File: src/logic/gpu_cfg.svh
// One fixed build configuration, and GPU_NUM_LANES must stay equal to cores times block size
`ifndef GPU_CFG_SVH
`define GPU_CFG_SVH

// Compute resources
`define GPU_NUM_CORES          2
`define GPU_THREADS_PER_BLOCK  4
`define GPU_NUM_LANES          (`GPU_NUM_CORES * `GPU_THREADS_PER_BLOCK)

// Data memory geometry
`define GPU_DATA_ADDR_BITS     8
`define GPU_DATA_BITS          8

// Program memory geometry
`define GPU_PROG_ADDR_BITS     8
`define GPU_INSTR_BITS         16

`endif

File: src/logic/gpu_pkg.sv
// Widths follow gpu_cfg.svh and the instruction fields are fixed at four bits each
`include "gpu_cfg.svh"

package gpu_pkg;

    typedef logic [`GPU_DATA_BITS-1:0]      data_t;
    typedef logic [`GPU_DATA_ADDR_BITS-1:0] daddr_t;
    typedef logic [`GPU_PROG_ADDR_BITS-1:0] paddr_t;
    typedef logic [`GPU_INSTR_BITS-1:0]     instr_t;
    typedef logic [7:0]                     block_id_t;
    typedef logic [3:0]                     reg_idx_t;

    // Counts 0 up to a full block
    typedef logic [$clog2(`GPU_THREADS_PER_BLOCK):0] lane_count_t;

    // Codes not listed here behave as NOP
    typedef enum logic [3:0] {
        OP_NOP   = 4'd0,
        OP_ADD   = 4'd3,
        OP_SUB   = 4'd4,
        OP_MUL   = 4'd5,
        OP_LDR   = 4'd7,
        OP_STR   = 4'd8,
        OP_CONST = 4'd9,
        OP_RET   = 4'd15
    } opcode_e;

    typedef enum logic [2:0] {
        IDLE,
        FETCH,
        DECODE,
        REQUEST,
        WAIT,
        EXECUTE,
        UPDATE
    } core_state_e;

endpackage

File: src/logic/block_dispatch.sv
// Start is only taken while every core is idle, and the thread count is written before start
`timescale 1ns/1ps
`include "gpu_cfg.svh"

module block_dispatch (
    input  logic                                      clk,
    input  logic                                      arst_n,
    input  logic                                      start,
    input  logic                                      dcr_write,
    input  gpu_pkg::data_t                            dcr_data,
    input  logic [`GPU_NUM_CORES-1:0]                 core_done,
    output logic [`GPU_NUM_CORES-1:0]                 core_start,
    output gpu_pkg::block_id_t [`GPU_NUM_CORES-1:0]   core_block_id,
    output gpu_pkg::lane_count_t [`GPU_NUM_CORES-1:0] core_thread_count,
    output logic                                      done
);
    import gpu_pkg::*;

    localparam int TPB       = `GPU_THREADS_PER_BLOCK;
    localparam int BLK_BITS  = $clog2(TPB);
    localparam int CORE_BITS = (`GPU_NUM_CORES > 1) ? $clog2(`GPU_NUM_CORES) : 1;

    // Device control register
    data_t                     thread_count_q;

    block_id_t                 total_blocks;
    block_id_t                 next_block;
    block_id_t                 blocks_done;
    logic                      running;
    logic [`GPU_NUM_CORES-1:0] busy;

    block_id_t                 calc_blocks;
    block_id_t                 cur_total;
    block_id_t                 cur_next;
    block_id_t                 done_sum;
    lane_count_t               tail_count;
    logic                      issue_en;
    logic [CORE_BITS-1:0]      issue_core;

    // Blocks needed, a partial block rounds up
    assign calc_blocks = block_id_t'(({1'b0, thread_count_q} + 9'(TPB - 1)) >> BLK_BITS);

    // Last block only carries the remainder
    assign tail_count = (thread_count_q[BLK_BITS-1:0] == '0) ?
                        lane_count_t'(TPB) : lane_count_t'(thread_count_q[BLK_BITS-1:0]);

    // The start cycle already dispatches from the new block range
    assign cur_total = start ? calc_blocks : total_blocks;
    assign cur_next  = start ? '0 : next_block;

    always_comb begin
        issue_en   = 1'b0;
        issue_core = '0;
        done_sum   = blocks_done;
        // Downward walk so the lowest idle core is kept
        for (int c = `GPU_NUM_CORES - 1; c >= 0; c--) begin
            if ((start || running) && (cur_next != cur_total) && !busy[c]) begin
                issue_en   = 1'b1;
                issue_core = CORE_BITS'(c);
            end
        end
        for (int c = 0; c < `GPU_NUM_CORES; c++) begin
            done_sum = done_sum + block_id_t'(core_done[c]);
        end
    end

    always_ff @(posedge clk or negedge arst_n) begin
        if (!arst_n) begin
            thread_count_q <= '0;
            total_blocks   <= '0;
            next_block     <= '0;
            blocks_done    <= '0;
            running        <= 1'b0;
            busy           <= '0;
            core_start     <= '0;
            done           <= 1'b0;
        end else begin
            core_start <= '0;
            busy       <= busy & ~core_done;
            next_block <= cur_next;
            if (dcr_write) begin
                thread_count_q <= dcr_data;
            end
            if (start) begin
                total_blocks <= calc_blocks;
                blocks_done  <= '0;
                running      <= 1'b1;
                done         <= 1'b0;
            end else if (running) begin
                blocks_done <= done_sum;
                // all blocks back means all were dispatched
                if (done_sum == total_blocks) begin
                    running <= 1'b0;
                    done    <= 1'b1;
                end
            end
            if (issue_en) begin
                core_start[issue_core] <= 1'b1;
                busy[issue_core]       <= 1'b1;
                next_block             <= cur_next + 1'b1;
            end
        end
    end

    // Block parameters stay put until the core's next start
    always_ff @(posedge clk) begin
        if (issue_en) begin
            core_block_id[issue_core]     <= cur_next;
            core_thread_count[issue_core] <= (cur_next == cur_total - 1'b1) ?
                                             tail_count : lane_count_t'(TPB);
        end
    end

    // Cores only get work while idle and only report back while holding a block
    assert property (@(posedge clk) disable iff (!arst_n) (core_start & $past(busy)) == '0);
    assert property (@(posedge clk) disable iff (!arst_n) (core_done & ~busy) == '0);

endmodule

File: src/logic/data_mem_arbiter.sv
// One memory transaction in flight at a time, and a new grant waits for the previous ready
`timescale 1ns/1ps
`include "gpu_cfg.svh"

module data_mem_arbiter (
    input  logic                                 clk,
    input  logic                                 arst_n,
    input  logic [`GPU_NUM_LANES-1:0]            lane_valid,
    input  logic [`GPU_NUM_LANES-1:0]            lane_write,
    input  gpu_pkg::daddr_t [`GPU_NUM_LANES-1:0] lane_address,
    input  gpu_pkg::data_t [`GPU_NUM_LANES-1:0]  lane_wdata,
    input  logic                                 mem_ready,
    input  gpu_pkg::data_t                       mem_rdata,
    output logic [`GPU_NUM_LANES-1:0]            lane_ready,
    output gpu_pkg::data_t [`GPU_NUM_LANES-1:0]  lane_rdata,
    output logic                                 mem_valid,
    output logic                                 mem_write,
    output gpu_pkg::daddr_t                      mem_address,
    output gpu_pkg::data_t                       mem_wdata
);
    localparam int LANE_BITS = $clog2(`GPU_NUM_LANES);

    logic [LANE_BITS-1:0]      last_q;
    logic [LANE_BITS-1:0]      cur_q;
    logic [LANE_BITS-1:0]      pick;
    logic [LANE_BITS-1:0]      cand;
    logic                      pick_en;
    logic [`GPU_NUM_LANES-1:0] served_q;
    logic [`GPU_NUM_LANES-1:0] pending;

    // The lane answered last cycle is still lowering its valid
    assign pending = lane_valid & ~served_q;

    always_comb begin
        pick_en = 1'b0;
        pick    = '0;
        cand    = '0;
        // Nearest lane after last_q wins, last_q itself comes last
        for (int off = `GPU_NUM_LANES; off >= 1; off--) begin
            cand = last_q + LANE_BITS'(off);
            if (pending[cand]) begin
                pick_en = 1'b1;
                pick    = cand;
            end
        end
    end

    always_comb begin
        lane_ready        = '0;
        lane_ready[cur_q] = mem_valid && mem_ready;
    end

    // Read data goes to every lane, only the one seeing ready takes it
    assign lane_rdata = {`GPU_NUM_LANES{mem_rdata}};

    always_ff @(posedge clk or negedge arst_n) begin
        if (!arst_n) begin
            mem_valid <= 1'b0;
            cur_q     <= '0;
            last_q    <= LANE_BITS'(`GPU_NUM_LANES - 1);
            served_q  <= '0;
        end else begin
            served_q <= '0;
            if (mem_valid) begin
                if (mem_ready) begin
                    mem_valid       <= 1'b0;
                    last_q          <= cur_q;
                    served_q[cur_q] <= 1'b1;
                end
            end else if (pick_en) begin
                mem_valid <= 1'b1;
                cur_q     <= pick;
            end
        end
    end

    always_ff @(posedge clk) begin
        if (!mem_valid && pick_en) begin
            mem_write   <= lane_write[pick];
            mem_address <= lane_address[pick];
            mem_wdata   <= lane_wdata[pick];
        end
    end

    // Memory sees one unchanged request until it answers
    assert property (@(posedge clk) disable iff (!arst_n)
        mem_valid && !mem_ready |=> mem_valid && $stable({mem_write, mem_address, mem_wdata}));

endmodule

File: src/logic/compute_core.sv
// No branches, so every lane follows the same path and each program must end in RET
`timescale 1ns/1ps
`include "gpu_cfg.svh"

module compute_core (
    input  logic                                         clk,
    input  logic                                         arst_n,
    input  logic                                         start,
    input  gpu_pkg::block_id_t                           block_id,
    input  gpu_pkg::lane_count_t                         thread_count,
    input  logic                                         prog_read_ready,
    input  gpu_pkg::instr_t                              prog_read_data,
    input  logic [`GPU_THREADS_PER_BLOCK-1:0]            lane_ready,
    input  gpu_pkg::data_t [`GPU_THREADS_PER_BLOCK-1:0]  lane_rdata,
    output logic                                         done,
    output logic                                         prog_read_valid,
    output gpu_pkg::paddr_t                              prog_read_address,
    output logic [`GPU_THREADS_PER_BLOCK-1:0]            lane_valid,
    output logic [`GPU_THREADS_PER_BLOCK-1:0]            lane_write,
    output gpu_pkg::daddr_t [`GPU_THREADS_PER_BLOCK-1:0] lane_address,
    output gpu_pkg::data_t [`GPU_THREADS_PER_BLOCK-1:0]  lane_wdata
);
    import gpu_pkg::*;

    localparam int TPB     = `GPU_THREADS_PER_BLOCK;
    localparam int NUM_GPR = 13;

    // Read-only registers above the general ones
    localparam reg_idx_t R_BLOCK_ID  = 4'd13;
    localparam reg_idx_t R_BLOCK_DIM = 4'd14;
    localparam reg_idx_t R_THREAD_ID = 4'd15;

    core_state_e    state;
    paddr_t         pc;
    instr_t         instr;
    opcode_e        op;
    reg_idx_t       rd;
    reg_idx_t       rs;
    reg_idx_t       rt;
    logic           writes_rd;
    logic [TPB-1:0] active;

    data_t          rf [TPB][NUM_GPR];
    data_t          load_q [TPB];
    data_t          result_q [TPB];
    data_t          rs_val [TPB];
    data_t          rt_val [TPB];

    function automatic data_t reg_read(input int lane, input reg_idx_t idx);
        case (idx)
            R_BLOCK_ID:  return data_t'(block_id);
            R_BLOCK_DIM: return data_t'(thread_count);
            R_THREAD_ID: return data_t'(lane);
            default:     return rf[lane][idx];
        endcase
    endfunction

    assign op = opcode_e'(instr[15:12]);
    assign rd = instr[11:8];
    assign rs = instr[7:4];
    assign rt = instr[3:0];

    assign writes_rd = op inside {OP_ADD, OP_SUB, OP_MUL, OP_LDR, OP_CONST};

    assign prog_read_valid   = (state == FETCH);
    assign prog_read_address = pc;
    assign done              = (state == UPDATE) && (op == OP_RET);

    always_comb begin
        for (int j = 0; j < TPB; j++) begin
            active[j]       = lane_count_t'(j) < thread_count;
            rs_val[j]       = reg_read(j, rs);
            rt_val[j]       = reg_read(j, rt);
            lane_write[j]   = (op == OP_STR);
            lane_address[j] = daddr_t'(rs_val[j]);
            lane_wdata[j]   = rt_val[j];
        end
    end

    always_ff @(posedge clk or negedge arst_n) begin
        if (!arst_n) begin
            state      <= IDLE;
            pc         <= '0;
            lane_valid <= '0;
        end else begin
            // each lane drops its request right after its ready pulse
            lane_valid <= lane_valid & ~lane_ready;
            case (state)
                IDLE: begin
                    if (start) begin
                        pc    <= '0;
                        state <= FETCH;
                    end
                end
                FETCH: begin
                    if (prog_read_ready) begin
                        state <= DECODE;
                    end
                end
                DECODE: begin
                    if (op == OP_LDR || op == OP_STR) begin
                        lane_valid <= active;
                        state      <= REQUEST;
                    end else begin
                        state <= EXECUTE;
                    end
                end
                REQUEST: state <= WAIT;
                WAIT: begin
                    if ((lane_valid & ~lane_ready) == '0) begin
                        state <= EXECUTE;
                    end
                end
                EXECUTE: state <= UPDATE;
                UPDATE: begin
                    if (op == OP_RET) begin
                        state <= IDLE;
                    end else begin
                        pc    <= pc + 1'b1;
                        state <= FETCH;
                    end
                end
                default: state <= IDLE;
            endcase
        end
    end

    // Datapath, arithmetic wraps at the word width
    always_ff @(posedge clk) begin
        if (state == FETCH && prog_read_ready) begin
            instr <= prog_read_data;
        end
        for (int j = 0; j < TPB; j++) begin
            if (lane_valid[j] && lane_ready[j]) begin
                load_q[j] <= lane_rdata[j];
            end
            if (state == EXECUTE) begin
                case (op)
                    OP_ADD:   result_q[j] <= rs_val[j] + rt_val[j];
                    OP_SUB:   result_q[j] <= rs_val[j] - rt_val[j];
                    OP_MUL:   result_q[j] <= rs_val[j] * rt_val[j];
                    OP_LDR:   result_q[j] <= load_q[j];
                    OP_CONST: result_q[j] <= instr[7:0];
                    default:  result_q[j] <= rs_val[j];
                endcase
            end
            // Inactive lanes and the read-only registers are never written
            if (state == UPDATE && writes_rd && active[j] && rd < reg_idx_t'(NUM_GPR)) begin
                rf[j][rd] <= result_q[j];
            end
        end
    end

    // Lane requests only belong to the memory phase of LDR and STR
    assert property (@(posedge clk) disable iff (!arst_n)
        (lane_valid != '0) |-> (state inside {REQUEST, WAIT}) && (op inside {OP_LDR, OP_STR}));

endmodule

File: src/logic/gpu.sv
// Program memory has one read channel per core, data memory one shared channel
`timescale 1ns/1ps
`include "gpu_cfg.svh"

module gpu (
    input  logic                                 clk,
    input  logic                                 arst_n,
    input  logic                                 start,
    input  logic                                 dcr_write,
    input  gpu_pkg::data_t                       dcr_data,
    input  logic [`GPU_NUM_CORES-1:0]            prog_read_ready,
    input  gpu_pkg::instr_t [`GPU_NUM_CORES-1:0] prog_read_data,
    input  logic                                 mem_ready,
    input  gpu_pkg::data_t                       mem_rdata,
    output logic                                 done,
    output logic [`GPU_NUM_CORES-1:0]            prog_read_valid,
    output gpu_pkg::paddr_t [`GPU_NUM_CORES-1:0] prog_read_address,
    output logic                                 mem_valid,
    output logic                                 mem_write,
    output gpu_pkg::daddr_t                      mem_address,
    output gpu_pkg::data_t                       mem_wdata
);
    import gpu_pkg::*;

    localparam int TPB = `GPU_THREADS_PER_BLOCK;

    logic [`GPU_NUM_CORES-1:0]        core_start;
    logic [`GPU_NUM_CORES-1:0]        core_done;
    block_id_t [`GPU_NUM_CORES-1:0]   core_block_id;
    lane_count_t [`GPU_NUM_CORES-1:0] core_thread_count;

    // Lane n belongs to core n / TPB
    logic [`GPU_NUM_LANES-1:0]        lane_valid;
    logic [`GPU_NUM_LANES-1:0]        lane_write;
    logic [`GPU_NUM_LANES-1:0]        lane_ready;
    daddr_t [`GPU_NUM_LANES-1:0]      lane_address;
    data_t [`GPU_NUM_LANES-1:0]       lane_wdata;
    data_t [`GPU_NUM_LANES-1:0]       lane_rdata;

    block_dispatch u_dispatch (
        .clk               (clk),
        .arst_n            (arst_n),
        .start             (start),
        .dcr_write         (dcr_write),
        .dcr_data          (dcr_data),
        .core_done         (core_done),
        .core_start        (core_start),
        .core_block_id     (core_block_id),
        .core_thread_count (core_thread_count),
        .done              (done)
    );

    for (genvar c = 0; c < `GPU_NUM_CORES; c++) begin : g_core
        compute_core u_core (
            .clk               (clk),
            .arst_n            (arst_n),
            .start             (core_start[c]),
            .block_id          (core_block_id[c]),
            .thread_count      (core_thread_count[c]),
            .prog_read_ready   (prog_read_ready[c]),
            .prog_read_data    (prog_read_data[c]),
            .lane_ready        (lane_ready[c*TPB +: TPB]),
            .lane_rdata        (lane_rdata[c*TPB +: TPB]),
            .done              (core_done[c]),
            .prog_read_valid   (prog_read_valid[c]),
            .prog_read_address (prog_read_address[c]),
            .lane_valid        (lane_valid[c*TPB +: TPB]),
            .lane_write        (lane_write[c*TPB +: TPB]),
            .lane_address      (lane_address[c*TPB +: TPB]),
            .lane_wdata        (lane_wdata[c*TPB +: TPB])
        );
    end

    data_mem_arbiter u_arbiter (
        .clk          (clk),
        .arst_n       (arst_n),
        .lane_valid   (lane_valid),
        .lane_write   (lane_write),
        .lane_address (lane_address),
        .lane_wdata   (lane_wdata),
        .mem_ready    (mem_ready),
        .mem_rdata    (mem_rdata),
        .lane_ready   (lane_ready),
        .lane_rdata   (lane_rdata),
        .mem_valid    (mem_valid),
        .mem_write    (mem_write),
        .mem_address  (mem_address),
        .mem_wdata    (mem_wdata)
    );

endmodule

File: config.mk
export PLATFORM = sky130hd
export DESIGN_NAME = gpu
export DESIGN_NICKNAME = d
export VERILOG_FILES = /design/src/logic/gpu_pkg.sv /design/src/logic/block_dispatch.sv /design/src/logic/data_mem_arbiter.sv /design/src/logic/compute_core.sv /design/src/logic/gpu.sv
export VERILOG_INCLUDE_DIRS = /design/src /design/src/logic
export SDC_FILE = /design/constraint.sdc
export NUM_CORES = 2
export LEC_CHECK = 0
export BUFFER_PORTS_ARGS = -buffer_cell sky130_fd_sc_hd__buf_2
export CORE_MARGIN = 2
export CORE_UTILIZATION = 25
export CTS_CLUSTER_DIAMETER = 100
export DETAILED_ROUTE_END_ITERATION = 10
export PLACE_DENSITY = 0.4
export SLEW_MARGIN = 20
export SYNTH_ARGS = -nofsm -noshare
export SYNTH_HDL_FRONTEND = slang
export SYNTH_SLANG_ARGS = --single-unit
File: constraint.sdc
create_clock -name clk -period 6.58 [get_ports clk]
set_input_delay 0.329 -clock clk [delete_from_list [all_inputs] [get_ports clk]]
set_output_delay 0.329 -clock clk [all_outputs]
set_load 0.1 [all_outputs]
# Word level (Yosys, flattened, before mapping)
# Memory sizes are Yosys's and may differ from the RTL's.
# Index checks and enable logic that the tools add are counted.
totals:
  regBits: 154
  latchBits: 0
  ram_bits: 960
  mem_bits_ro: 0
  inputBits: 55
  out_inout_bits: 37
  elab_cells: 566
  mem_count: 6
mem_list:
  columns: ["name", "words", "word_bits", "read_ports", "rd_ports_with_merged_regs", "write_ports", "line_no", "text"]
  rows:
  - ["g_core[0].u_core.rf", 4, 104, 4, 0, 4, "compute_core.sv:43", "data_t rf [TPB][NUM_GPR];"]
  - ["g_core[1].u_core.rf", 4, 104, 4, 0, 4, "compute_core.sv:43", null]
  - ["g_core[0].u_core.load_q", 4, 8, 4, 0, 1, "compute_core.sv:44", "data_t load_q [TPB];"]
  - ["g_core[0].u_core.result_q", 4, 8, 4, 0, 4, "compute_core.sv:45", "data_t result_q [TPB];"]
  - ["g_core[1].u_core.load_q", 4, 8, 4, 0, 1, "compute_core.sv:44", null]
  - ["g_core[1].u_core.result_q", 4, 8, 4, 0, 4, "compute_core.sv:45", null]
classes:
  addsub: 30
  multipliers: 8
  div_mod_pow: 0
  n_lt_le_gt_ge: 31
  n_eq_ne: 49
  shifts: 0
  mux: 287
  n_bitwise: 57
  n_reduce_logical: 71
ops:
  columns: ["operator", "n"]
  rows:
  - ["$mux W104", 8]
  - ["$mux W8", 94]
  - ["$bmux W8 S4", 16]
  - ["$pmux W8 S3", 16]
  - ["$mux W1", 99]
  - ["$eq A4 B4 Y1 const B", 18]
  - ["$add A8 B8 Y8", 8]
  - ["$demux W8 S4", 2]
  - ["$mul A8 B8 Y8", 8]
  - ["$sub A8 B8 Y8", 8]
  - ["$mux W3", 19]
  - ["$bmux W8 S3", 2]
  - ["$reduce_or A8 Y1", 6]
  - ["$pmux W3 S7", 2]
  - ["$lt A3 B4 Y1 const B", 10]
  - ["$or A1 B1 Y1", 40]
  - ["$logic_and A1 B1 Y1", 39]
  - ["$pmux W8 S2", 2]
  - ["$ge A5 B5 Y1 const B", 6]
  - ["$not A4 Y5", 6]
  - ["$bmux W1 S3", 9]
  - ["$add A8 B1 Y8 const B", 3]
  - ["$eq A4 B3 Y1 const B", 6]
  - ["$eq A3 B3 Y1 const B", 6]
  - ["46 further kinds", 100]

# Logic depth before layout (Yosys ltp)
logic_depth:
  word_depth: 14
  depth_mapped: 29
  mapped_depth_nobuf: 24

# By module
# From an unflattened synthesis, not the netlist that was laid out.
unflattened:
  hier_cells: 5238
  hier_area_um2: 67646.1
by_module_without_submodules:
  columns: ["module", "n_inst", "cells_each", "area_per_inst_um2", "seq_area_each_um2"]
  rows:
  - ["compute_core (g_core[0].u_core)", 1, 2226, 30197.7, 15269.6]
  - ["compute_core (g_core[1].u_core)", 1, 2248, 30072.6, 15269.6]
  - ["data_mem_arbiter", 1, 491, 4372.9, 889.6]
  - ["block_dispatch", 1, 273, 3002.9, 1611.5]

# Worst setup path before layout
# OpenSTA, ideal clock, no wires.
synth_path:
  path_type: "reg2reg"
  startpoint: "reg g_core[0].u_core.instr[4]"
  endpoint: "mem g_core[0].u_core.result_q[2][7] (netlist name), data pin"
  setup_ns: 0.272
  arrival_time_ns: 5.961
  required_ns: 6.308
  setup_slack_ns: 0.347
  stages_incl_launch_ff: 27
  path_buffers: 4
  period_less_slack_ns: 6.233
  path_cell_list: "edfxtp_1 -> buf_6 -> buf_6 -> buf_4 -> buf_4 -> mux4_2 -> nor2_1 -> a21oi_1 -> o21ai_0 -> inv_1 -> ha_1 -> fa_1 -> fa_1 -> ha_1 -> inv_1 -> fa_1 -> inv_1 -> ha_1 -> a21o_1 -> a21oi_1 -> xnor2_1 -> xnor2_1 -> xnor3_1 -> xnor3_1 -> nor2_1 -> o21ai_1 -> a31oi_1"
synth_rtl:
  columns: ["element", "line_no", "text"]
  rows:
  - ["start, declared", "compute_core.sv:35", "instr_t instr;"]
  - ["start signal, assigned", "compute_core.sv:131", "instr <= prog_read_data;"]
  - ["end, declared", "compute_core.sv:45", null]

==> impl_metrics.yaml <==
place:
  portBuffers: 91
  dp_hpwl_um: 192000
  routabilityCongestion: 0.882
timing:
  slew-limit-headroom_pct: 23.4
  hold_viol: 0
  finalCriticalPeriod_ns: 6.29
  fin_crit_sh_pct: 95.6
  fin_hold_ws_ns: 0.261
  clock_skew_ns: 0.0526
  fmax_mhz: 159
  worst_pin_slew_ns: 1.14
  drv_slew: 0
  setup_viol: 0
synthesis:
  synth_area_um2: 65300
  synth_warnings: 0
  synthesis.nets: 5506
  yosysTopAreaCell: "edfxtp_1"
  async_reset_ff_share_pct: 7.45
  synthTopCellsByArea: "edfxtp_1 47%, mux4_2 13%, ha_1 4.2%"
  synth_edf_count: 1031
  synth_top_area_share_pct: 47.4
  netlist_instances: 5127
  yosysUniqueCellTypes: 88
  postSynthAreaPerCell_um2: 12.7
  yosysSeqAreaShare_pct: 50.6
  ys_ff_latch: 1114
  ys.flop_type: "edfxtp_1"
drt:
  drt-total-wl_um: 260000
  num_vias: 46215
  drcViolationCount: 0
  firstDrtPassIters: 8
  drtIter0Drc: 4576
  drtAntennaViolNets: 0
  avgViaCountPerCell: 5.13
  wl_per_cell_um: 28.8
clock_network:
  clockBufferDepth: 3
  clkTransAtPathRegs_ns: 0.06
  cts_tree: "built"
  cts_sinks: 1114
  cts_resized: 0
  clock_insertion_delay_worst_skew_ns: 0.81
  root_buffer: "clkbuf_16"
  htreeDepth: 4
  cts_inserted_buffers: 141
critical_path:
  worstSetupPathType: "reg2reg"
  cp_max_fo: 17
  cp_slowest_cell: "mux2i_1"
  startpoint_type: "flip-flop"
  crit_path_cell_trace: "buf_4, buf_4, mux2i_1, nor2_1, o21ai_0, o21a_1, inv_1, nand2_1, fa_1, inv_1, ha_1, ha_1, inv_1, fa_1, inv_1, ha_1, a21o_1, a21oi_1, xnor2_1, xnor2_1, xnor3_1, and2_1, o21ai_1"
  arrival_ns: 6.90
  cpMostUsedCell: "inv_1"
  endpoint_kind: "flip-flop"
  max_stage_delay_ns: 0.62
  crit_required_ns: 7.19
floorplan:
  rows: 187
  chipHeight_um: 515
  initial_utilization_pct: 25.1
  io_pins: 92
  dieArea_um2: 265000
  core_area_um2: 260000
  fp.dieW_um: 515
finish:
  area_growth_pct: 18.0
  fill_cells: 26450
  nets: 5877
  most-common-layout-cells: "1,031 x edfxtp_1, 472 x nor2_1, 409 x nand2_1"
  final_common_cell: "edfxtp_1"
  postLayoutCoreUtil_pct: 29.7
  drive_above_1_share_pct: 20.9
pwr:
  p_per_area_nw_per_um2: 461
  vdd_drop_max_v: 0.000548
  p_leak_nw: 27.8
global_route:
  grt_overflow: 0
  grt_pass1_vias: 46796
  antenna_found_initial: 12
  grt_pass1_wl_um: 366000
  grt_max_degree: 88
  track_usage_pct: 19.4
min_path:
  hold_path_class: "in2reg"
flow_run:
  cap_violations: 0
run_status:
  status: "complete, no violations"
[kinds of logic after synthesis]
kind of cell,share of synthesized area (%)
flip-flops,50.6
buffers and inverters,3.91
multiplexers,15.9
XOR/XNOR,3.68
AO/OA/AOI/OAI,9.51
AND/OR/NAND/NOR,8.97
adder cells (fa/ha/maj),7.44
[Yosys cell counts, drive strengths merged (52+ instances only)]
cell / instances
buf: 140
o211ai: 56
nand3: 54
fa: 107
clkbuf: 163
inv: 300
o21ai: 216
mux4: 380
dfrtp: 80
xnor2: 177
nand2: 409
a21oi: 295
nand2b: 66
xor2: 74
a211oi: 52
ha: 217
mux2i: 140
edfxtp: 1031
nor2b: 69
nor2: 503
[state kept, by name (all words and copies together), names as in the netlist, 2 cells and up]
register and count:
g_core.u_core.state 6, g_core.u_core.lane_valid 8, u_dispatch.blocks_done 8, u_dispatch.core_block_id 16, g_core.u_core.rf 832, u_dispatch.thread_count_q 8
u_arbiter.served_q 8, u_dispatch.core_thread_count 6, g_core.u_core.load_q 64, u_arbiter.mem_address 8, u_dispatch.core_start 2, g_core.u_core.instr 32
u_dispatch.next_block 8, u_arbiter.mem_wdata 8, u_arbiter.cur_q 3, u_arbiter.last_q 3, g_core.u_core.prog_read_address 16, g_core.u_core.result_q 64
u_dispatch.total_blocks 8, u_dispatch.busy 2
[metal layers]
| layer | GRT usage (%) | share of wire, % | up-vias |
|---|---|---|---|
| li1 | - | - | 20007 |
| met1 | 26.5 | 44 | 24279 |
| met2 | 31.4 | 47 | 1583 |
| met3 | 2.95 | 5.7 | 344 |
| met4 | 5.93 | 3.1 | 2 |
| met5 | 0 | 0.0065 | - |
[cell type report]
cell class                 count  area [um^2]  share of cell area, %
sequential                  1114        33000                   42.9
multi-input combinational   3407        29800                   38.7
timing repair buffer         531         4410                   5.72
tap                         3402         4260                   5.53
clock buffer                 170         3670                   4.76
inverter                     303         1140                   1.48
clock inverter                79          711                  0.923
antenna                        6         15.0                 0.0195
[per-stage QoR]
| step | setup WS (ns) | cell area, um^2 | power (W) | instances | TNS (ns) |
|---|---|---|---|---|---|
| finish | 0.292 | 77000 | 0.0355 | 9012 | 0 |
| global route | -0.00619 | 77000 | 0.0374 | 9007 | -0.00619 |
| CTS | 0.159 | 77000 | 0.0356 | 9002 | 0 |
| detailed placement | 0.247 | 71900 | 0.0280 | 8688 | 0 |
| global placement | 0.311 | 71900 | 0.0280 | 8688 | 0 |
| floorplan | 0.347 | 65300 | 0.0210 | 5127 | 0 |
[path summary, 6_finish.rpt]
path                            slack (ns)  cells past startpoint                                           endpoint                                               from
worst max-delay path                  0.29                     23          g_core[0].u_core.result_q[1][7]$_DFFE_PP_                g_core[0].u_core.instr[4]$_DFFE_PP_
worst max register to register        0.29                     23          g_core[0].u_core.result_q[1][7]$_DFFE_PP_                g_core[0].u_core.instr[4]$_DFFE_PP_
worst min-delay path                  0.26                      2               g_core[0].u_core.instr[10]$_DFFE_PP_                                 prog_read_data[10]
min in group asynchronous             0.59                      4  g_core[0].u_core.prog_read_address[1]$_DFFE_PN0P_                                             arst_n
max in group asynchronous             5.19                      4           g_core[0].u_core.lane_valid[2]$_DFF_PN0_                                             arst_n
worst min register to register        0.48                      1  g_core[1].u_core.prog_read_address[7]$_DFFE_PN0P_  g_core[1].u_core.prog_read_address[7]$_DFFE_PN0P_
[worst max-delay path: cells and delay by family, from the launching register on]
kind | cells | cell delay [ns]
buffers and inverters | 6 | 0.92
flip-flops | 1 | 0.48
adder cells (fa/ha/maj) | 5 | 1.66
multiplexers | 1 | 0.62
AND/OR/NAND/NOR | 3 | 0.53
XOR/XNOR | 3 | 0.71
AO/OA/AOI/OAI | 5 | 1.13
[report_power, final]
group / leakage (nW) / switching [W] / internal, W
Clock: 2.11 / 0.00327 / 0.00417
Sequential: 10.4 / 0.00111 / 0.00915
Combinational: 15.4 / 0.0112 / 0.00665
Total: 27.8 / 0.0155 / 0.0200
[what timing repair did]
item	in CTS	in global routing
buffers inserted	0	4
hold buffers	65	0
endpoints found under the hold margin	150	0
endpoints found under the setup margin	0	1
Power figures use the tool's default switching activity.
